File: src/rs_pkg.sv
/*
 * Shared widths, opcode and unit encodings for the integer issue cluster.
 * Imported by the lane selector, the station, the ALU and the top level.
 */

package rs_pkg;

	// ========================================================================
	// Widths
	// ========================================================================

	// Operand and result width
	localparam int DATA_W  = 32;
	// Physical register tag width
	localparam int PREG_W  = 6;
	// Reorder-buffer index width
	localparam int ROB_W   = 4;
	// One stomp bit per reorder-buffer index
	localparam int STOMP_W = 1 << ROB_W;

	// ========================================================================
	// Encodings
	// ========================================================================

	// ALU operations, NOP marks cancelled work
	typedef enum logic [3:0] {
		OP_ADD = 4'd0,
		OP_SUB = 4'd1,
		OP_AND = 4'd2,
		OP_OR  = 4'd3,
		OP_XOR = 4'd4,
		OP_SLL = 4'd5,
		OP_SRL = 4'd6,
		OP_NOP = 4'd15
	} opcode_e;

	// Functional unit classes seen on the dispatch lanes
	typedef enum logic [1:0] {
		FU_ALU = 2'd0,
		FU_FPU = 2'd1,
		FU_MEM = 2'd2
	} funcunit_e;

	// Wrong-path work turns into a NOP
	function automatic opcode_e stomp_to_nop(opcode_e op, logic [STOMP_W-1:0] stomp,
		logic [ROB_W-1:0] rob);
		return stomp[rob] ? OP_NOP : op;
	endfunction

	// A NOP never writes the result bus
	function automatic logic writes_result(opcode_e op);
		return op != OP_NOP;
	endfunction

endpackage

File: src/dispatch_lane_select.sv
/*
 * Dispatch input side of the cluster.
 * Picks the one lane that carries an ALU instruction for this station.
 */

module dispatch_lane_select #(
	parameter int NLANE = 2,
	parameter logic [NLANE-1:0] DISPATCH_MAP = '1
) (
	input  logic [NLANE-1:0]                            lane_valid_i,
	input  rs_pkg::funcunit_e [NLANE-1:0]               lane_unit_i,
	input  rs_pkg::opcode_e [NLANE-1:0]                 lane_op_i,
	input  logic [NLANE-1:0][rs_pkg::PREG_W-1:0]        lane_dst_i,
	input  logic [NLANE-1:0][rs_pkg::ROB_W-1:0]         lane_rob_i,
	input  logic [NLANE-1:0][1:0][rs_pkg::PREG_W-1:0]   lane_src_tag_i,
	input  logic [NLANE-1:0][1:0]                       lane_src_present_i,
	input  logic [NLANE-1:0][1:0][rs_pkg::DATA_W-1:0]   lane_src_value_i,
	output logic                                        sel_valid_o,
	output rs_pkg::opcode_e                             sel_op_o,
	output logic [rs_pkg::PREG_W-1:0]                   sel_dst_o,
	output logic [rs_pkg::ROB_W-1:0]                    sel_rob_o,
	output logic [1:0][rs_pkg::PREG_W-1:0]              sel_src_tag_o,
	output logic [1:0]                                  sel_src_present_o,
	output logic [1:0][rs_pkg::DATA_W-1:0]              sel_src_value_o
);

	import rs_pkg::*;

	// Scan every lane, later matches override earlier ones
	// so the highest-numbered matching lane wins
	always_comb begin
		// Nothing selected gives all-zero fields
		sel_valid_o       = 1'b0;
		sel_op_o          = opcode_e'('0);
		sel_dst_o         = '0;
		sel_rob_o         = '0;
		sel_src_tag_o     = '0;
		sel_src_present_o = '0;
		sel_src_value_o   = '0;
		for (int i = 0; i < NLANE; i++) begin
			// Only lanes wired to this unit type are looked at
			if (DISPATCH_MAP[i] && lane_valid_i[i] && lane_unit_i[i] == FU_ALU) begin
				sel_valid_o       = 1'b1;
				sel_op_o          = lane_op_i[i];
				sel_dst_o         = lane_dst_i[i];
				sel_rob_o         = lane_rob_i[i];
				sel_src_tag_o     = lane_src_tag_i[i];
				sel_src_present_o = lane_src_present_i[i];
				sel_src_value_o   = lane_src_value_i[i];
			end
		end
	end

endmodule

File: src/int_alu.sv
/*
 * One-stage integer ALU behind the reservation station.
 * Executes the issued entry and drives the result bus on the next cycle.
 */

module int_alu (
	input  logic                      clk,
	input  logic                      rst,
	// Issue port from the station
	input  logic                      issue_valid_i,
	input  rs_pkg::opcode_e           op_i,
	input  logic [rs_pkg::DATA_W-1:0] a_i,
	input  logic [rs_pkg::DATA_W-1:0] b_i,
	input  logic [rs_pkg::PREG_W-1:0] dst_i,
	// Result bus, also fed back for operand capture
	output logic                      result_valid_o,
	output logic [rs_pkg::PREG_W-1:0] result_tag_o,
	output logic [rs_pkg::DATA_W-1:0] result_value_o
);

	import rs_pkg::*;

	// Shift amount comes from the low bits of b
	localparam int SHAMT_W = $clog2(DATA_W);

	logic [SHAMT_W-1:0] shamt;
	logic [DATA_W-1:0]  alu_value;

	assign shamt = b_i[SHAMT_W-1:0];

	// ========================================================================
	// Execute
	// ========================================================================

	always_comb begin
		case (op_i)
			OP_ADD:  alu_value = a_i + b_i;
			// a minus b
			OP_SUB:  alu_value = a_i - b_i;
			OP_AND:  alu_value = a_i & b_i;
			OP_OR:   alu_value = a_i | b_i;
			OP_XOR:  alu_value = a_i ^ b_i;
			// Logical shifts, zero fill
			OP_SLL:  alu_value = a_i << shamt;
			OP_SRL:  alu_value = a_i >> shamt;
			// NOP arrives with valid low
			default: alu_value = '0;
		endcase
	end

	// ========================================================================
	// Result register
	// ========================================================================

	always_ff @(posedge clk) begin
		if (rst) begin
			result_valid_o <= 1'b0;
		end else begin
			result_valid_o <= issue_valid_i;
		end
	end

	// Tag and value only matter with valid high
	always_ff @(posedge clk) begin
		result_tag_o   <= dst_i;
		result_value_o <= alu_value;
	end

endmodule

File: src/issue_cluster_top.sv
/*
 * Integer issue cluster: lane selector, reservation station and ALU.
 * The ALU result bus leaves the cluster and also wakes up waiting operands.
 */

module issue_cluster_top #(
	parameter int NRSE = 4,
	parameter int NLANE = 2,
	parameter logic [NLANE-1:0] DISPATCH_MAP = '1
) (
	input  logic                                      clk,
	input  logic                                      rst,
	// Dispatch lanes
	input  logic [NLANE-1:0]                          lane_valid_i,
	input  rs_pkg::funcunit_e [NLANE-1:0]             lane_unit_i,
	input  rs_pkg::opcode_e [NLANE-1:0]               lane_op_i,
	input  logic [NLANE-1:0][rs_pkg::PREG_W-1:0]      lane_dst_i,
	input  logic [NLANE-1:0][rs_pkg::ROB_W-1:0]       lane_rob_i,
	input  logic [NLANE-1:0][1:0][rs_pkg::PREG_W-1:0] lane_src_tag_i,
	input  logic [NLANE-1:0][1:0]                     lane_src_present_i,
	input  logic [NLANE-1:0][1:0][rs_pkg::DATA_W-1:0] lane_src_value_i,
	// Flow control and cancel
	input  logic                                      available_i,
	input  logic                                      stall_i,
	input  logic [rs_pkg::STOMP_W-1:0]                stomp_i,
	// Bypass bus from other units
	input  logic                                      byp_valid_i,
	input  logic [rs_pkg::PREG_W-1:0]                 byp_tag_i,
	input  logic [rs_pkg::DATA_W-1:0]                 byp_value_i,
	// Status and ALU result bus
	output logic                                      busy_o,
	output logic                                      result_valid_o,
	output logic [rs_pkg::PREG_W-1:0]                 result_tag_o,
	output logic [rs_pkg::DATA_W-1:0]                 result_value_o
);

	import rs_pkg::*;

	// Selected dispatch
	logic                   sel_valid;
	opcode_e                sel_op;
	logic [PREG_W-1:0]      sel_dst;
	logic [ROB_W-1:0]       sel_rob;
	logic [1:0][PREG_W-1:0] sel_src_tag;
	logic [1:0]             sel_src_present;
	logic [1:0][DATA_W-1:0] sel_src_value;

	// Station to ALU
	logic                   issue_valid;
	opcode_e                issue_op;
	logic [DATA_W-1:0]      issue_a;
	logic [DATA_W-1:0]      issue_b;
	logic [PREG_W-1:0]      issue_dst;

	dispatch_lane_select #(
		.NLANE        (NLANE),
		.DISPATCH_MAP (DISPATCH_MAP)
	) u_lane_select (
		.lane_valid_i       (lane_valid_i),
		.lane_unit_i        (lane_unit_i),
		.lane_op_i          (lane_op_i),
		.lane_dst_i         (lane_dst_i),
		.lane_rob_i         (lane_rob_i),
		.lane_src_tag_i     (lane_src_tag_i),
		.lane_src_present_i (lane_src_present_i),
		.lane_src_value_i   (lane_src_value_i),
		.sel_valid_o        (sel_valid),
		.sel_op_o           (sel_op),
		.sel_dst_o          (sel_dst),
		.sel_rob_o          (sel_rob),
		.sel_src_tag_o      (sel_src_tag),
		.sel_src_present_o  (sel_src_present),
		.sel_src_value_o    (sel_src_value)
	);

	// ALU result bus loops back for wakeup
	reservation_station #(
		.NRSE (NRSE)
	) u_station (
		.clk               (clk),
		.rst               (rst),
		.available_i       (available_i),
		.stall_i           (stall_i),
		.stomp_i           (stomp_i),
		.sel_valid_i       (sel_valid),
		.sel_op_i          (sel_op),
		.sel_dst_i         (sel_dst),
		.sel_rob_i         (sel_rob),
		.sel_src_tag_i     (sel_src_tag),
		.sel_src_present_i (sel_src_present),
		.sel_src_value_i   (sel_src_value),
		.res_valid_i       (result_valid_o),
		.res_tag_i         (result_tag_o),
		.res_value_i       (result_value_o),
		.byp_valid_i       (byp_valid_i),
		.byp_tag_i         (byp_tag_i),
		.byp_value_i       (byp_value_i),
		.busy_o            (busy_o),
		.issue_valid_o     (issue_valid),
		.issue_op_o        (issue_op),
		.issue_a_o         (issue_a),
		.issue_b_o         (issue_b),
		.issue_dst_o       (issue_dst),
		// Completion index goes to the reorder buffer outside this cluster
		.issue_rob_o       ()
	);

	int_alu u_alu (
		.clk            (clk),
		.rst            (rst),
		.issue_valid_i  (issue_valid),
		.op_i           (issue_op),
		.a_i            (issue_a),
		.b_i            (issue_b),
		.dst_i          (issue_dst),
		.result_valid_o (result_valid_o),
		.result_tag_o   (result_tag_o),
		.result_value_o (result_value_o)
	);

endmodule

File: src/operand_capture.sv
/*
 * Wakeup logic for one source operand.
 * Compares a waiting tag against the ALU result bus and the bypass bus
 * and returns the operand with the bus value filled in on a hit.
 */

module operand_capture (
	// Operand as currently held
	input  logic [rs_pkg::PREG_W-1:0] tag_i,
	input  logic                      present_i,
	input  logic [rs_pkg::DATA_W-1:0] value_i,
	// ALU result bus
	input  logic                      res_valid_i,
	input  logic [rs_pkg::PREG_W-1:0] res_tag_i,
	input  logic [rs_pkg::DATA_W-1:0] res_value_i,
	// External bypass bus
	input  logic                      byp_valid_i,
	input  logic [rs_pkg::PREG_W-1:0] byp_tag_i,
	input  logic [rs_pkg::DATA_W-1:0] byp_value_i,
	// Operand after this cycle's capture
	output logic                      present_o,
	output logic [rs_pkg::DATA_W-1:0] value_o
);

	logic res_hit;
	logic byp_hit;

	// Tag compare per bus
	// a present operand never looks at the buses
	assign res_hit = !present_i && res_valid_i && (res_tag_i == tag_i);
	assign byp_hit = !present_i && byp_valid_i && (byp_tag_i == tag_i);

	// Present once either bus delivers the tag
	assign present_o = present_i || res_hit || byp_hit;

	// Value select
	always_comb begin
		if (res_hit) begin
			// Own ALU result takes priority
			value_o = res_value_i;
		end else if (byp_hit) begin
			value_o = byp_value_i;
		end else begin
			// Keep what is held, missing operands carry a don't-care value
			value_o = value_i;
		end
	end

endmodule

File: src/reservation_station.sv
/*
 * Reservation station for the integer ALU.
 * Holds NRSE entries, wakes up operands from the result buses and issues
 * the highest-numbered ready entry each cycle unless stalled.
 */

module reservation_station #(
	parameter int NRSE = 4
) (
	input  logic                       clk,
	input  logic                       rst,
	// Dispatch handshake
	input  logic                       available_i,
	input  logic                       stall_i,
	input  logic [rs_pkg::STOMP_W-1:0] stomp_i,
	input  logic                       sel_valid_i,
	input  rs_pkg::opcode_e            sel_op_i,
	input  logic [rs_pkg::PREG_W-1:0]  sel_dst_i,
	input  logic [rs_pkg::ROB_W-1:0]   sel_rob_i,
	input  logic [1:0][rs_pkg::PREG_W-1:0] sel_src_tag_i,
	input  logic [1:0]                 sel_src_present_i,
	input  logic [1:0][rs_pkg::DATA_W-1:0] sel_src_value_i,
	// Result buses
	input  logic                       res_valid_i,
	input  logic [rs_pkg::PREG_W-1:0]  res_tag_i,
	input  logic [rs_pkg::DATA_W-1:0]  res_value_i,
	input  logic                       byp_valid_i,
	input  logic [rs_pkg::PREG_W-1:0]  byp_tag_i,
	input  logic [rs_pkg::DATA_W-1:0]  byp_value_i,
	// Station status and issue port
	output logic                       busy_o,
	output logic                       issue_valid_o,
	output rs_pkg::opcode_e            issue_op_o,
	output logic [rs_pkg::DATA_W-1:0]  issue_a_o,
	output logic [rs_pkg::DATA_W-1:0]  issue_b_o,
	output logic [rs_pkg::PREG_W-1:0]  issue_dst_o,
	output logic [rs_pkg::ROB_W-1:0]   issue_rob_o
);

	import rs_pkg::*;

	localparam int IDX_W = (NRSE > 1) ? $clog2(NRSE) : 1;

	// ========================================================================
	// Entry storage
	// ========================================================================

	logic [NRSE-1:0]             ent_busy;
	logic [NRSE-1:0]             ent_ready;
	opcode_e                     ent_op      [NRSE];
	logic [PREG_W-1:0]           ent_dst     [NRSE];
	logic [ROB_W-1:0]            ent_rob     [NRSE];
	logic [1:0][PREG_W-1:0]      ent_tag     [NRSE];
	logic [1:0]                  ent_present [NRSE];
	logic [1:0][DATA_W-1:0]      ent_value   [NRSE];

	// Capture results for held entries and for the incoming instruction
	logic [1:0]                  cap_present [NRSE];
	logic [1:0][DATA_W-1:0]      cap_value   [NRSE];
	logic [1:0]                  disp_present;
	logic [1:0][DATA_W-1:0]      disp_value;

	logic                        stall_q;
	logic                        accept;
	logic                        alloc_found;
	logic [IDX_W-1:0]            alloc_idx;
	logic                        iss_found;
	logic [IDX_W-1:0]            iss_idx;
	logic                        can_issue;
	opcode_e                     iss_op;
	opcode_e                     disp_op;

	// ========================================================================
	// Operand wakeup
	// ========================================================================

	for (genvar s = 0; s < 2; s++) begin : g_disp_src
		// Value arriving on a bus in the dispatch cycle is taken directly
		operand_capture u_disp_cap (
			.tag_i       (sel_src_tag_i[s]),
			.present_i   (sel_src_present_i[s]),
			.value_i     (sel_src_value_i[s]),
			.res_valid_i (res_valid_i),
			.res_tag_i   (res_tag_i),
			.res_value_i (res_value_i),
			.byp_valid_i (byp_valid_i),
			.byp_tag_i   (byp_tag_i),
			.byp_value_i (byp_value_i),
			.present_o   (disp_present[s]),
			.value_o     (disp_value[s])
		);
	end

	for (genvar e = 0; e < NRSE; e++) begin : g_entry
		for (genvar s = 0; s < 2; s++) begin : g_src
			operand_capture u_cap (
				.tag_i       (ent_tag[e][s]),
				.present_i   (ent_present[e][s]),
				.value_i     (ent_value[e][s]),
				.res_valid_i (res_valid_i),
				.res_tag_i   (res_tag_i),
				.res_value_i (res_value_i),
				.byp_valid_i (byp_valid_i),
				.byp_tag_i   (byp_tag_i),
				.byp_value_i (byp_value_i),
				.present_o   (cap_present[e][s]),
				.value_o     (cap_value[e][s])
			);
		end
	end

	// ========================================================================
	// Allocation and issue select
	// ========================================================================

	// Full only when every entry is occupied
	assign busy_o = &ent_busy;
	assign accept = available_i && sel_valid_i && !busy_o;

	// Highest-numbered idle and ready entries win
	always_comb begin
		alloc_found = 1'b0;
		alloc_idx   = '0;
		iss_found   = 1'b0;
		iss_idx     = '0;
		for (int i = 0; i < NRSE; i++) begin
			if (!ent_busy[i]) begin
				alloc_found = 1'b1;
				alloc_idx   = IDX_W'(i);
			end
			if (ent_busy[i] && ent_ready[i]) begin
				iss_found = 1'b1;
				iss_idx   = IDX_W'(i);
			end
		end
	end

	// Stall now or in the previous cycle blocks issue
	assign can_issue = iss_found && !stall_i && !stall_q;

	// Stomp checked again at issue time
	assign iss_op  = stomp_to_nop(ent_op[iss_idx], stomp_i, ent_rob[iss_idx]);
	assign disp_op = stomp_to_nop(sel_op_i, stomp_i, sel_rob_i);

	// ========================================================================
	// Entry update
	// ========================================================================

	always_ff @(posedge clk) begin
		if (rst) begin
			ent_busy      <= '0;
			ent_ready     <= '0;
			issue_valid_o <= 1'b0;
			stall_q       <= 1'b0;
		end else begin
			stall_q       <= stall_i;
			issue_valid_o <= 1'b0;

			// Capture and readiness, ready lags the stored operands by one edge
			for (int i = 0; i < NRSE; i++) begin
				if (ent_busy[i]) begin
					ent_present[i] <= cap_present[i];
					ent_value[i]   <= cap_value[i];
				end
				ent_ready[i] <= ent_busy[i] && ((&ent_present[i]) || !writes_result(ent_op[i]));
			end

			// Issue frees the entry, stomped work leaves as an invalid NOP
			if (can_issue) begin
				issue_valid_o       <= writes_result(iss_op);
				issue_op_o          <= iss_op;
				issue_a_o           <= ent_value[iss_idx][0];
				issue_b_o           <= ent_value[iss_idx][1];
				issue_dst_o         <= ent_dst[iss_idx];
				issue_rob_o         <= ent_rob[iss_idx];
				ent_busy[iss_idx]   <= 1'b0;
				ent_ready[iss_idx]  <= 1'b0;
			end

			// Dispatch write, a NOP needs no operands
			if (accept && alloc_found) begin
				ent_busy[alloc_idx]    <= 1'b1;
				ent_ready[alloc_idx]   <= (&disp_present) || !writes_result(disp_op);
				ent_op[alloc_idx]      <= disp_op;
				ent_dst[alloc_idx]     <= sel_dst_i;
				ent_rob[alloc_idx]     <= sel_rob_i;
				ent_tag[alloc_idx]     <= sel_src_tag_i;
				ent_present[alloc_idx] <= disp_present;
				ent_value[alloc_idx]   <= disp_value;
			end
		end
	end

endmodule

File: config.mk
export PLATFORM = sky130hd
export DESIGN_NAME = issue_cluster_top
export DESIGN_NICKNAME = d
export VERILOG_FILES = /design/src/rs_pkg.sv /design/src/dispatch_lane_select.sv /design/src/int_alu.sv /design/src/issue_cluster_top.sv /design/src/operand_capture.sv /design/src/reservation_station.sv
export SDC_FILE = /design/constraint.sdc
export NUM_CORES = 2
export LEC_CHECK = 0
export BUFFER_PORTS_ARGS = -buffer_cell sky130_fd_sc_hd__buf_2
export CAP_MARGIN = 20
export CORE_MARGIN = 4
export CORE_UTILIZATION = 25
export CTS_CLUSTER_SIZE = 14
export DETAILED_ROUTE_END_ITERATION = 16
export PLACE_DENSITY = 0.43
export RECOVER_POWER = 25
export SYNTH_ARGS = -nofsm -noshare
export SYNTH_HDL_FRONTEND = slang
export SYNTH_SLANG_ARGS = --single-unit
File: constraint.sdc
create_clock -name clk -period 5.1 [get_ports clk]
set_input_delay 0.255 -clock clk [delete_from_list [all_inputs] [get_ports clk]]
set_output_delay 0.255 -clock clk [all_outputs]
set_load 0.005 [all_outputs]
* Word-level counts from Yosys, hierarchy flattened
Memory sizes are Yosys's and may differ from the RTL's. A register that Yosys moved wholly into a read port is not among the register bits.
Index checks and enable logic that the tools add are counted.
** Storage, ports and cells
- Input port bits :: 249
- Flip-flop bits (word level) :: 53
- ROM bits :: 0
- Output and inout bits :: 40
- Bits in latches :: 0
- Memories kept :: 6
- Memory bits (writable) :: 368
** Operators by class
- Order comparisons :: 6
- Equal/unequal tests :: 40
- Shifts and indexed selects :: 2
- Reductions and logical operators :: 119
- Mux-type cells :: 81
- Div/mod/pow operators :: 0
- Multipliers :: 0
- Bitwise logic cells :: 9
- $add $sub $neg :: 2
** Memory list
- u_station.ent_value :: depth 4, width 64, read ports 1, clocked after memory_dff 1, wr ports 5, line reservation_station.sv:55 : logic [1:0][DATA_W-1:0] ent_value [NRSE];
- u_station.ent_tag :: depth 4, width 12, read ports 4, clocked after memory_dff 0, wr ports 1, line reservation_station.sv:53 : logic [1:0][PREG_W-1:0] ent_tag [NRSE];
- u_station.ent_dst :: depth 4, width 6, read ports 1, clocked after memory_dff 1, wr ports 1, line reservation_station.sv:51 : logic [PREG_W-1:0] ent_dst [NRSE];
- u_station.ent_op :: depth 4, width 4, read ports 5, clocked after memory_dff 0, wr ports 1, line reservation_station.sv:50 : opcode_e ent_op [NRSE];
- u_station.ent_rob :: depth 4, width 4, read ports 1, clocked after memory_dff 0, wr ports 1, line reservation_station.sv:52 : logic [ROB_W-1:0] ent_rob [NRSE];
- u_station.ent_present :: depth 4, width 2, read ports 4, clocked after memory_dff 0, wr ports 5, line reservation_station.sv:54 : logic [1:0] ent_present [NRSE];
** Operators by type and width (count)
- 32-bit 2-to-1 mux :: 20
- 32-bit one-hot mux with 7 select lines :: 1
- 64-bit 2-to-1 mux :: 2
- 6-bit == test :: 20
- 1-bit logical AND :: 57
- 4-bit 2-to-1 mux :: 12
- 32-bit adder :: 1
- 32-bit bitwise AND :: 1
- 32-bit OR :: 1
- 32-bit by 5-bit left shift with 32-bit output :: 1
- 32-bit by 5-bit >> shifter with 32-bit output :: 1
- 32-bit subtractor :: 1
- 32-bit bitwise XOR :: 1
- 1-bit 2-to-1 mux :: 31
- 2-bit AND reduction :: 14
- 1-bit logical OR :: 25
- 12-bit 2-to-1 mux :: 2
- 4-bit inequality test (second input constant) :: 6
- 1-bit logical NOT :: 18
- 2-bit inequality test (second input constant) :: 8
- 4-bit by 3-bit == test with 1-bit output (second input constant) :: 3
- 2-bit 2-to-1 mux :: 6
- 6-bit 2-to-1 mux :: 2
- 4-bit by 5-bit < comparator with 1-bit output (second input constant) :: 2
- other kinds (15) :: 23

* Depth between registers and ports, before layout
- Word-level depth :: 14
- Depth in mapped cells :: 20
- Gate-level depth less buffers :: 16

* Cells and area by module
Synthesis repeated with hierarchy kept, for this count alone.
** Second synthesis, totals
- Cells, all modules :: 4583
- Area total of the unflattened synthesis :: 39741.9 um^2
** By module, submodules not included
- reservation_station :: sequential area each 13593.0 um^2, times used 1, cells an instance 1432, area each 19366.1 um^2
- operand_capture :: sequential area each 0.0 um^2, times used 10, cells an instance 175, area each 977.2 um^2
- int_alu :: sequential area each 780.7 um^2, times used 1, cells an instance 1163, area each 8580.7 um^2
- dispatch_lane_select :: sequential area each 0.0 um^2, times used 1, cells an instance 238, area each 2023.2 um^2

* Least setup slack after synthesis
Ideal clock, no wire load.
- Path kind :: register -> register
- From :: register u_alu.result_tag_o[0] in the netlist's numbering
- To :: memory u_station.ent_value[2][0] in the netlist's numbering (enable)
- Setup slack :: 0.017 ns
- Buffers on the path :: 2
- Cell stages (with the launch flop) :: 8
- Data arrival time :: 4.617 ns
- Period minus slack after synthesis :: 5.083 ns
- Required time :: 4.634 ns
- Library setup time :: 0.466 ns
- Cells stage by stage :: dfxtp_1 > clkbuf_1 > xnor2_1 > nand3_1 > nor4_1 > clkbuf_1 > nor2_1 > o21ai_0
** RTL lines
- start: declaration :: line int_alu.sv:17 : output logic [rs_pkg::PREG_W-1:0] result_tag_o,
- start signal: assignment :: line int_alu.sv:65 : result_tag_o <= dst_i;
- end: declaration :: line reservation_station.sv:55

* Worst setup path after layout
- From :: register u_station.issue_b_o[1] in the netlist's numbering (read register of u_station.ent_value)
- To :: register u_alu.result_value_o[28] in the netlist's numbering
** On the way
- Cells in the longest elaborated chain, start to end :: 2
- Elaborated cells between the ends (all ways) :: 5
** RTL lines
- start: declaration :: line reservation_station.sv:35 : output logic [rs_pkg::DATA_W-1:0] issue_b_o,
- 32-bit subtractor, or another cell as far along :: line int_alu.sv:39 : OP_SUB: alu_value = a_i - b_i;
- 32-bit one-hot mux with 7 select lines (*) :: line int_alu.sv:36 : case (op_i)
- net u_alu.alu_value[28] :: line int_alu.sv:27 : logic [DATA_W-1:0] alu_value;
- end signal: assignment :: line int_alu.sv:66 : result_value_o <= alu_value;
- end: declaration :: line int_alu.sv:18 : output logic [rs_pkg::DATA_W-1:0] result_value_o
Mark *: on every way through the listed nets, which the timed path passes. The rest lies on a longest branch.
A chain may end at the register's enable or synchronous reset.

==> flow_metrics.tcl <==
set metrics [dict create \
    status "complete, but fails checks" \
    violations "max-capacitance violations, max-slew violations" \
    netSwitchingFraction_pct 23.64 \
    rsz0062_at_grt "false" \
    cpMaxStageDelayCell "o311ai_0" \
    design_area_sq_mm 0.03956 \
    route.detailed.drc 0 \
    initial_core_util_pct 25.14 \
    critPathMaxStageDelay_ps 740 \
    die_x_um 379.6 \
    detailed_place_hpwl_mm 94.79 \
    critPathMaxFanout 7 \
    numCtsBuffers 55 \
    synth_cell_types 74 \
    synthArstFlopShare_pct 0 \
    die-area_sq_mm 0.1441 \
    p_comb_share_pct 8.0 \
    synth-seq-cells 491 \
    nets 3963 \
    hold_viol_final 0 \
    cts-root-buf "clkbuf_16" \
    cts_setup_buffers 0 \
    setup_viol_count_final 0 \
    end_kind "flip-flop" \
    place_congestion 0.8976 \
    worst-path-buf-inv 1 \
    ctsResizeCount 0 \
    cts_buffer_depth 3 \
    dp_cells 5345 \
    first_pass_iters 9 \
    power.density_mw_per_mm2 235.7 \
    drt_iter0_drc 2857 \
    fp.coreArea_sq_mm 0.1373 \
    p_leak_nw 13.70 \
    fmax_ghz 0.2167 \
    fin_crit_sh_pct 90.46 \
    cts_tree "built" \
    synth.avg_cell_area_sq_um 9.862 \
    clkTransAtPathRegs_ps 60 \
    final_cell_mix "442 x edfxtp_1, 335 x nand2_1, 255 x buf_2, 224 x a21oi_1, 171 x o21ai_1" \
    syn2layout_area_growth_pct 14.60 \
    vias 29120 \
    final_common_cell "edfxtp_1" \
    vias_per_cell 5.331 \
    crit_family "compound AO/OA/AOI/OAI gates" \
    syn_nets 3847 \
    grt_pass1_wl_mm 204.3 \
    dpl_cell_area_sq_mm 0.03785 \
    power_frac_clock_pct 44.7 \
    setup_tns_ps 0 \
    p_int_mw 7.118 \
    io_buffers 288 \
    syn_area_sq_mm 0.03452 \
    die_y_um 379.6 \
    gr-total-overflow 0 \
    ys_seq_area_share_pct 41.29 \
    postLayoutCoreUtil_pct 28.81 \
    synthFlopType "edfxtp_1" \
    maxSlewHeadroom_pct -61.24 \
    grt_max_degree 129 \
    p_seq_share_pct 47.3 \
    cts_max_level 2 \
    crit_path_cell_trace "inv_1 > ha_1 > nand2b_1 > nor3_1 > a41oi_1 > xnor2_1 > ha_1 > a211o_1 > a211o_1 > o311ai_0 > a21oi_1 > or2_2 > a2111o_1" \
    cp.required_ps 5610 \
    drive_gt1_share_pct 19.48 \
    ir_drop_uv 234.4 \
    startpoint_type "flip-flop" \
    min_period_ps 4614 \
    tightest_slew_ps 2419 \
    clock_skew_ps 17.28 \
    drt-total-wl_mm 141.9 \
    grt.total_usage_pct 18.87 \
    rows 136 \
    whs_ps 40.00 \
    routedWlPerCell_um 25.97 \
    clk_latency_ps 630 \
    max_cap_viol_count 6 \
    worstSetupPathType "reg2reg" \
    cp_data_arrival_time_ps 5120 \
    cts.sinks 491 \
    grt_pass1_vias 28210 \
    synth_edf_count 442 \
    yosysWarnings 0 \
    final_cells 5462 \
    r2r_slack_ps 490 \
    grt_antenna_before_repair 15 \
    min_path_type "in2reg" \
    netSwitchingPower_mw 2.204 \
    ant_nets 0 \
    maxSlewViolCount 261 \
    netlist_instances 3500 \
    pin_count 289 \
]
-- final cells by class --
class,count,area [sq um]
Fill cell,14290,97760
Clock inverter,23,272.8
Antenna cell,7,17.52
Tap cell,1794,2245
Timing Repair Buffer,384,2157
Clock buffer,79,1579
Multi-Input combinational cell,2560,18570
Inverter,124,465.4
Sequential cell,491,14250
-- power by group through the flow --
stage	Combinational, mW	Clock, mW	Sequential (mW)
2_1_floorplan	0.450	0	4.49
3_3_place_gp	0.744	0	4.50
3_5_place_dp	0.748	0	4.50
4_1_cts	0.754	4.25	4.41
5_1_grt	0.818	4.40	4.41
6_report	0.743	4.17	4.41
-- sequential cells by signal (all words and copies together), names as in the netlist --
register	count
u_station.ent_busy	4
u_alu.result_value_o	32
u_station.ent_ready	4
u_station.ent_dst	24
u_station.issue_dst_o	6
u_station.issue_op_o	4
u_station.ent_op	16
u_station.ent_rob	16
u_station.issue_b_o	32
u_station.issue_a_o	32
u_alu.result_valid_o	1
u_alu.result_tag_o	6
u_station.ent_tag	48
u_station.stall_q	1
u_station.ent_present	8
u_station.ent_value	256
u_station.issue_valid_o	1
-- layer usage --
layer  track usage (%)  wire length, um  vias to the layer above
met5                 0                0                        -
met4             4.120             3050                        0
met3             2.497             8367                      174
met2             30.09            64050                      943
met1             27.20            66380                    14440
li1                  -                -                    13560
-- kinds of logic (layout without fill, tap and decap cells) --
| group | Yosys count | count (layout) | share of synthesized area (%) |
|---|---|---|---|
| buf+inv | 449 | 610 | 5.216 |
| fa+ha+maj | 98 | 98 | 3.574 |
| xor+xnor | 164 | 164 | 4.161 |
| compound gates | 1080 | 1080 | 22.25 |
| other cells | 0 | 7 | 0 |
| simple gates | 980 | 980 | 14.03 |
| flops | 491 | 491 | 41.29 |
| mux | 238 | 238 | 9.468 |
-- path summary, 6_finish.rpt --
path / end / depth (start not counted) / startpoint
max: u_alu.result_value_o[28] / 13 / u_station.issue_b_o[1]
min: u_station.ent_dst[2][0] / 2 / lane_dst_i[6]
max reg2reg: u_alu.result_value_o[28] / 13 / u_station.issue_b_o[1]
min reg2reg: u_alu.result_tag_o[3] / 0 / u_station.issue_dst_o[3]
-- cells in the mapped netlist, types with 75 or more instances --
library cell	number	area (sq um)
edfxtp_1	442	13270
nand2_1	335	1257
clkbuf_1	267	1002
a21oi_1	225	1126
o21ai_1	172	860.8
nor2_1	150	563.0
a211oi_1	149	1119
nor2b_1	140	875.8
mux2_2	128	1441
inv_1	124	465.5
nor3_1	116	580.6
xnor2_1	109	954.7
ha_1	97	1214
o21ai_0	94	470.5
a22oi_1	83	623.1
or3_1	78	488.0
a222oi_1	75	750.7
-- what timing repair did --
item                       CTS  global route
hold endpoints to repair    16             0
setup endpoints to repair    0             0
hold buffers                 8             0
-- metrics by stage --
stage / total power, mW / setup WS, ps
floorplan: 4.943 / 17.32
global placement: 5.240 / 580.6
detailed placement: 5.245 / 527.6
CTS: 9.418 / 496.0
global route: 9.629 / 103.6
finish: 9.322 / 486.3
(Power assumes the default switching activity.)
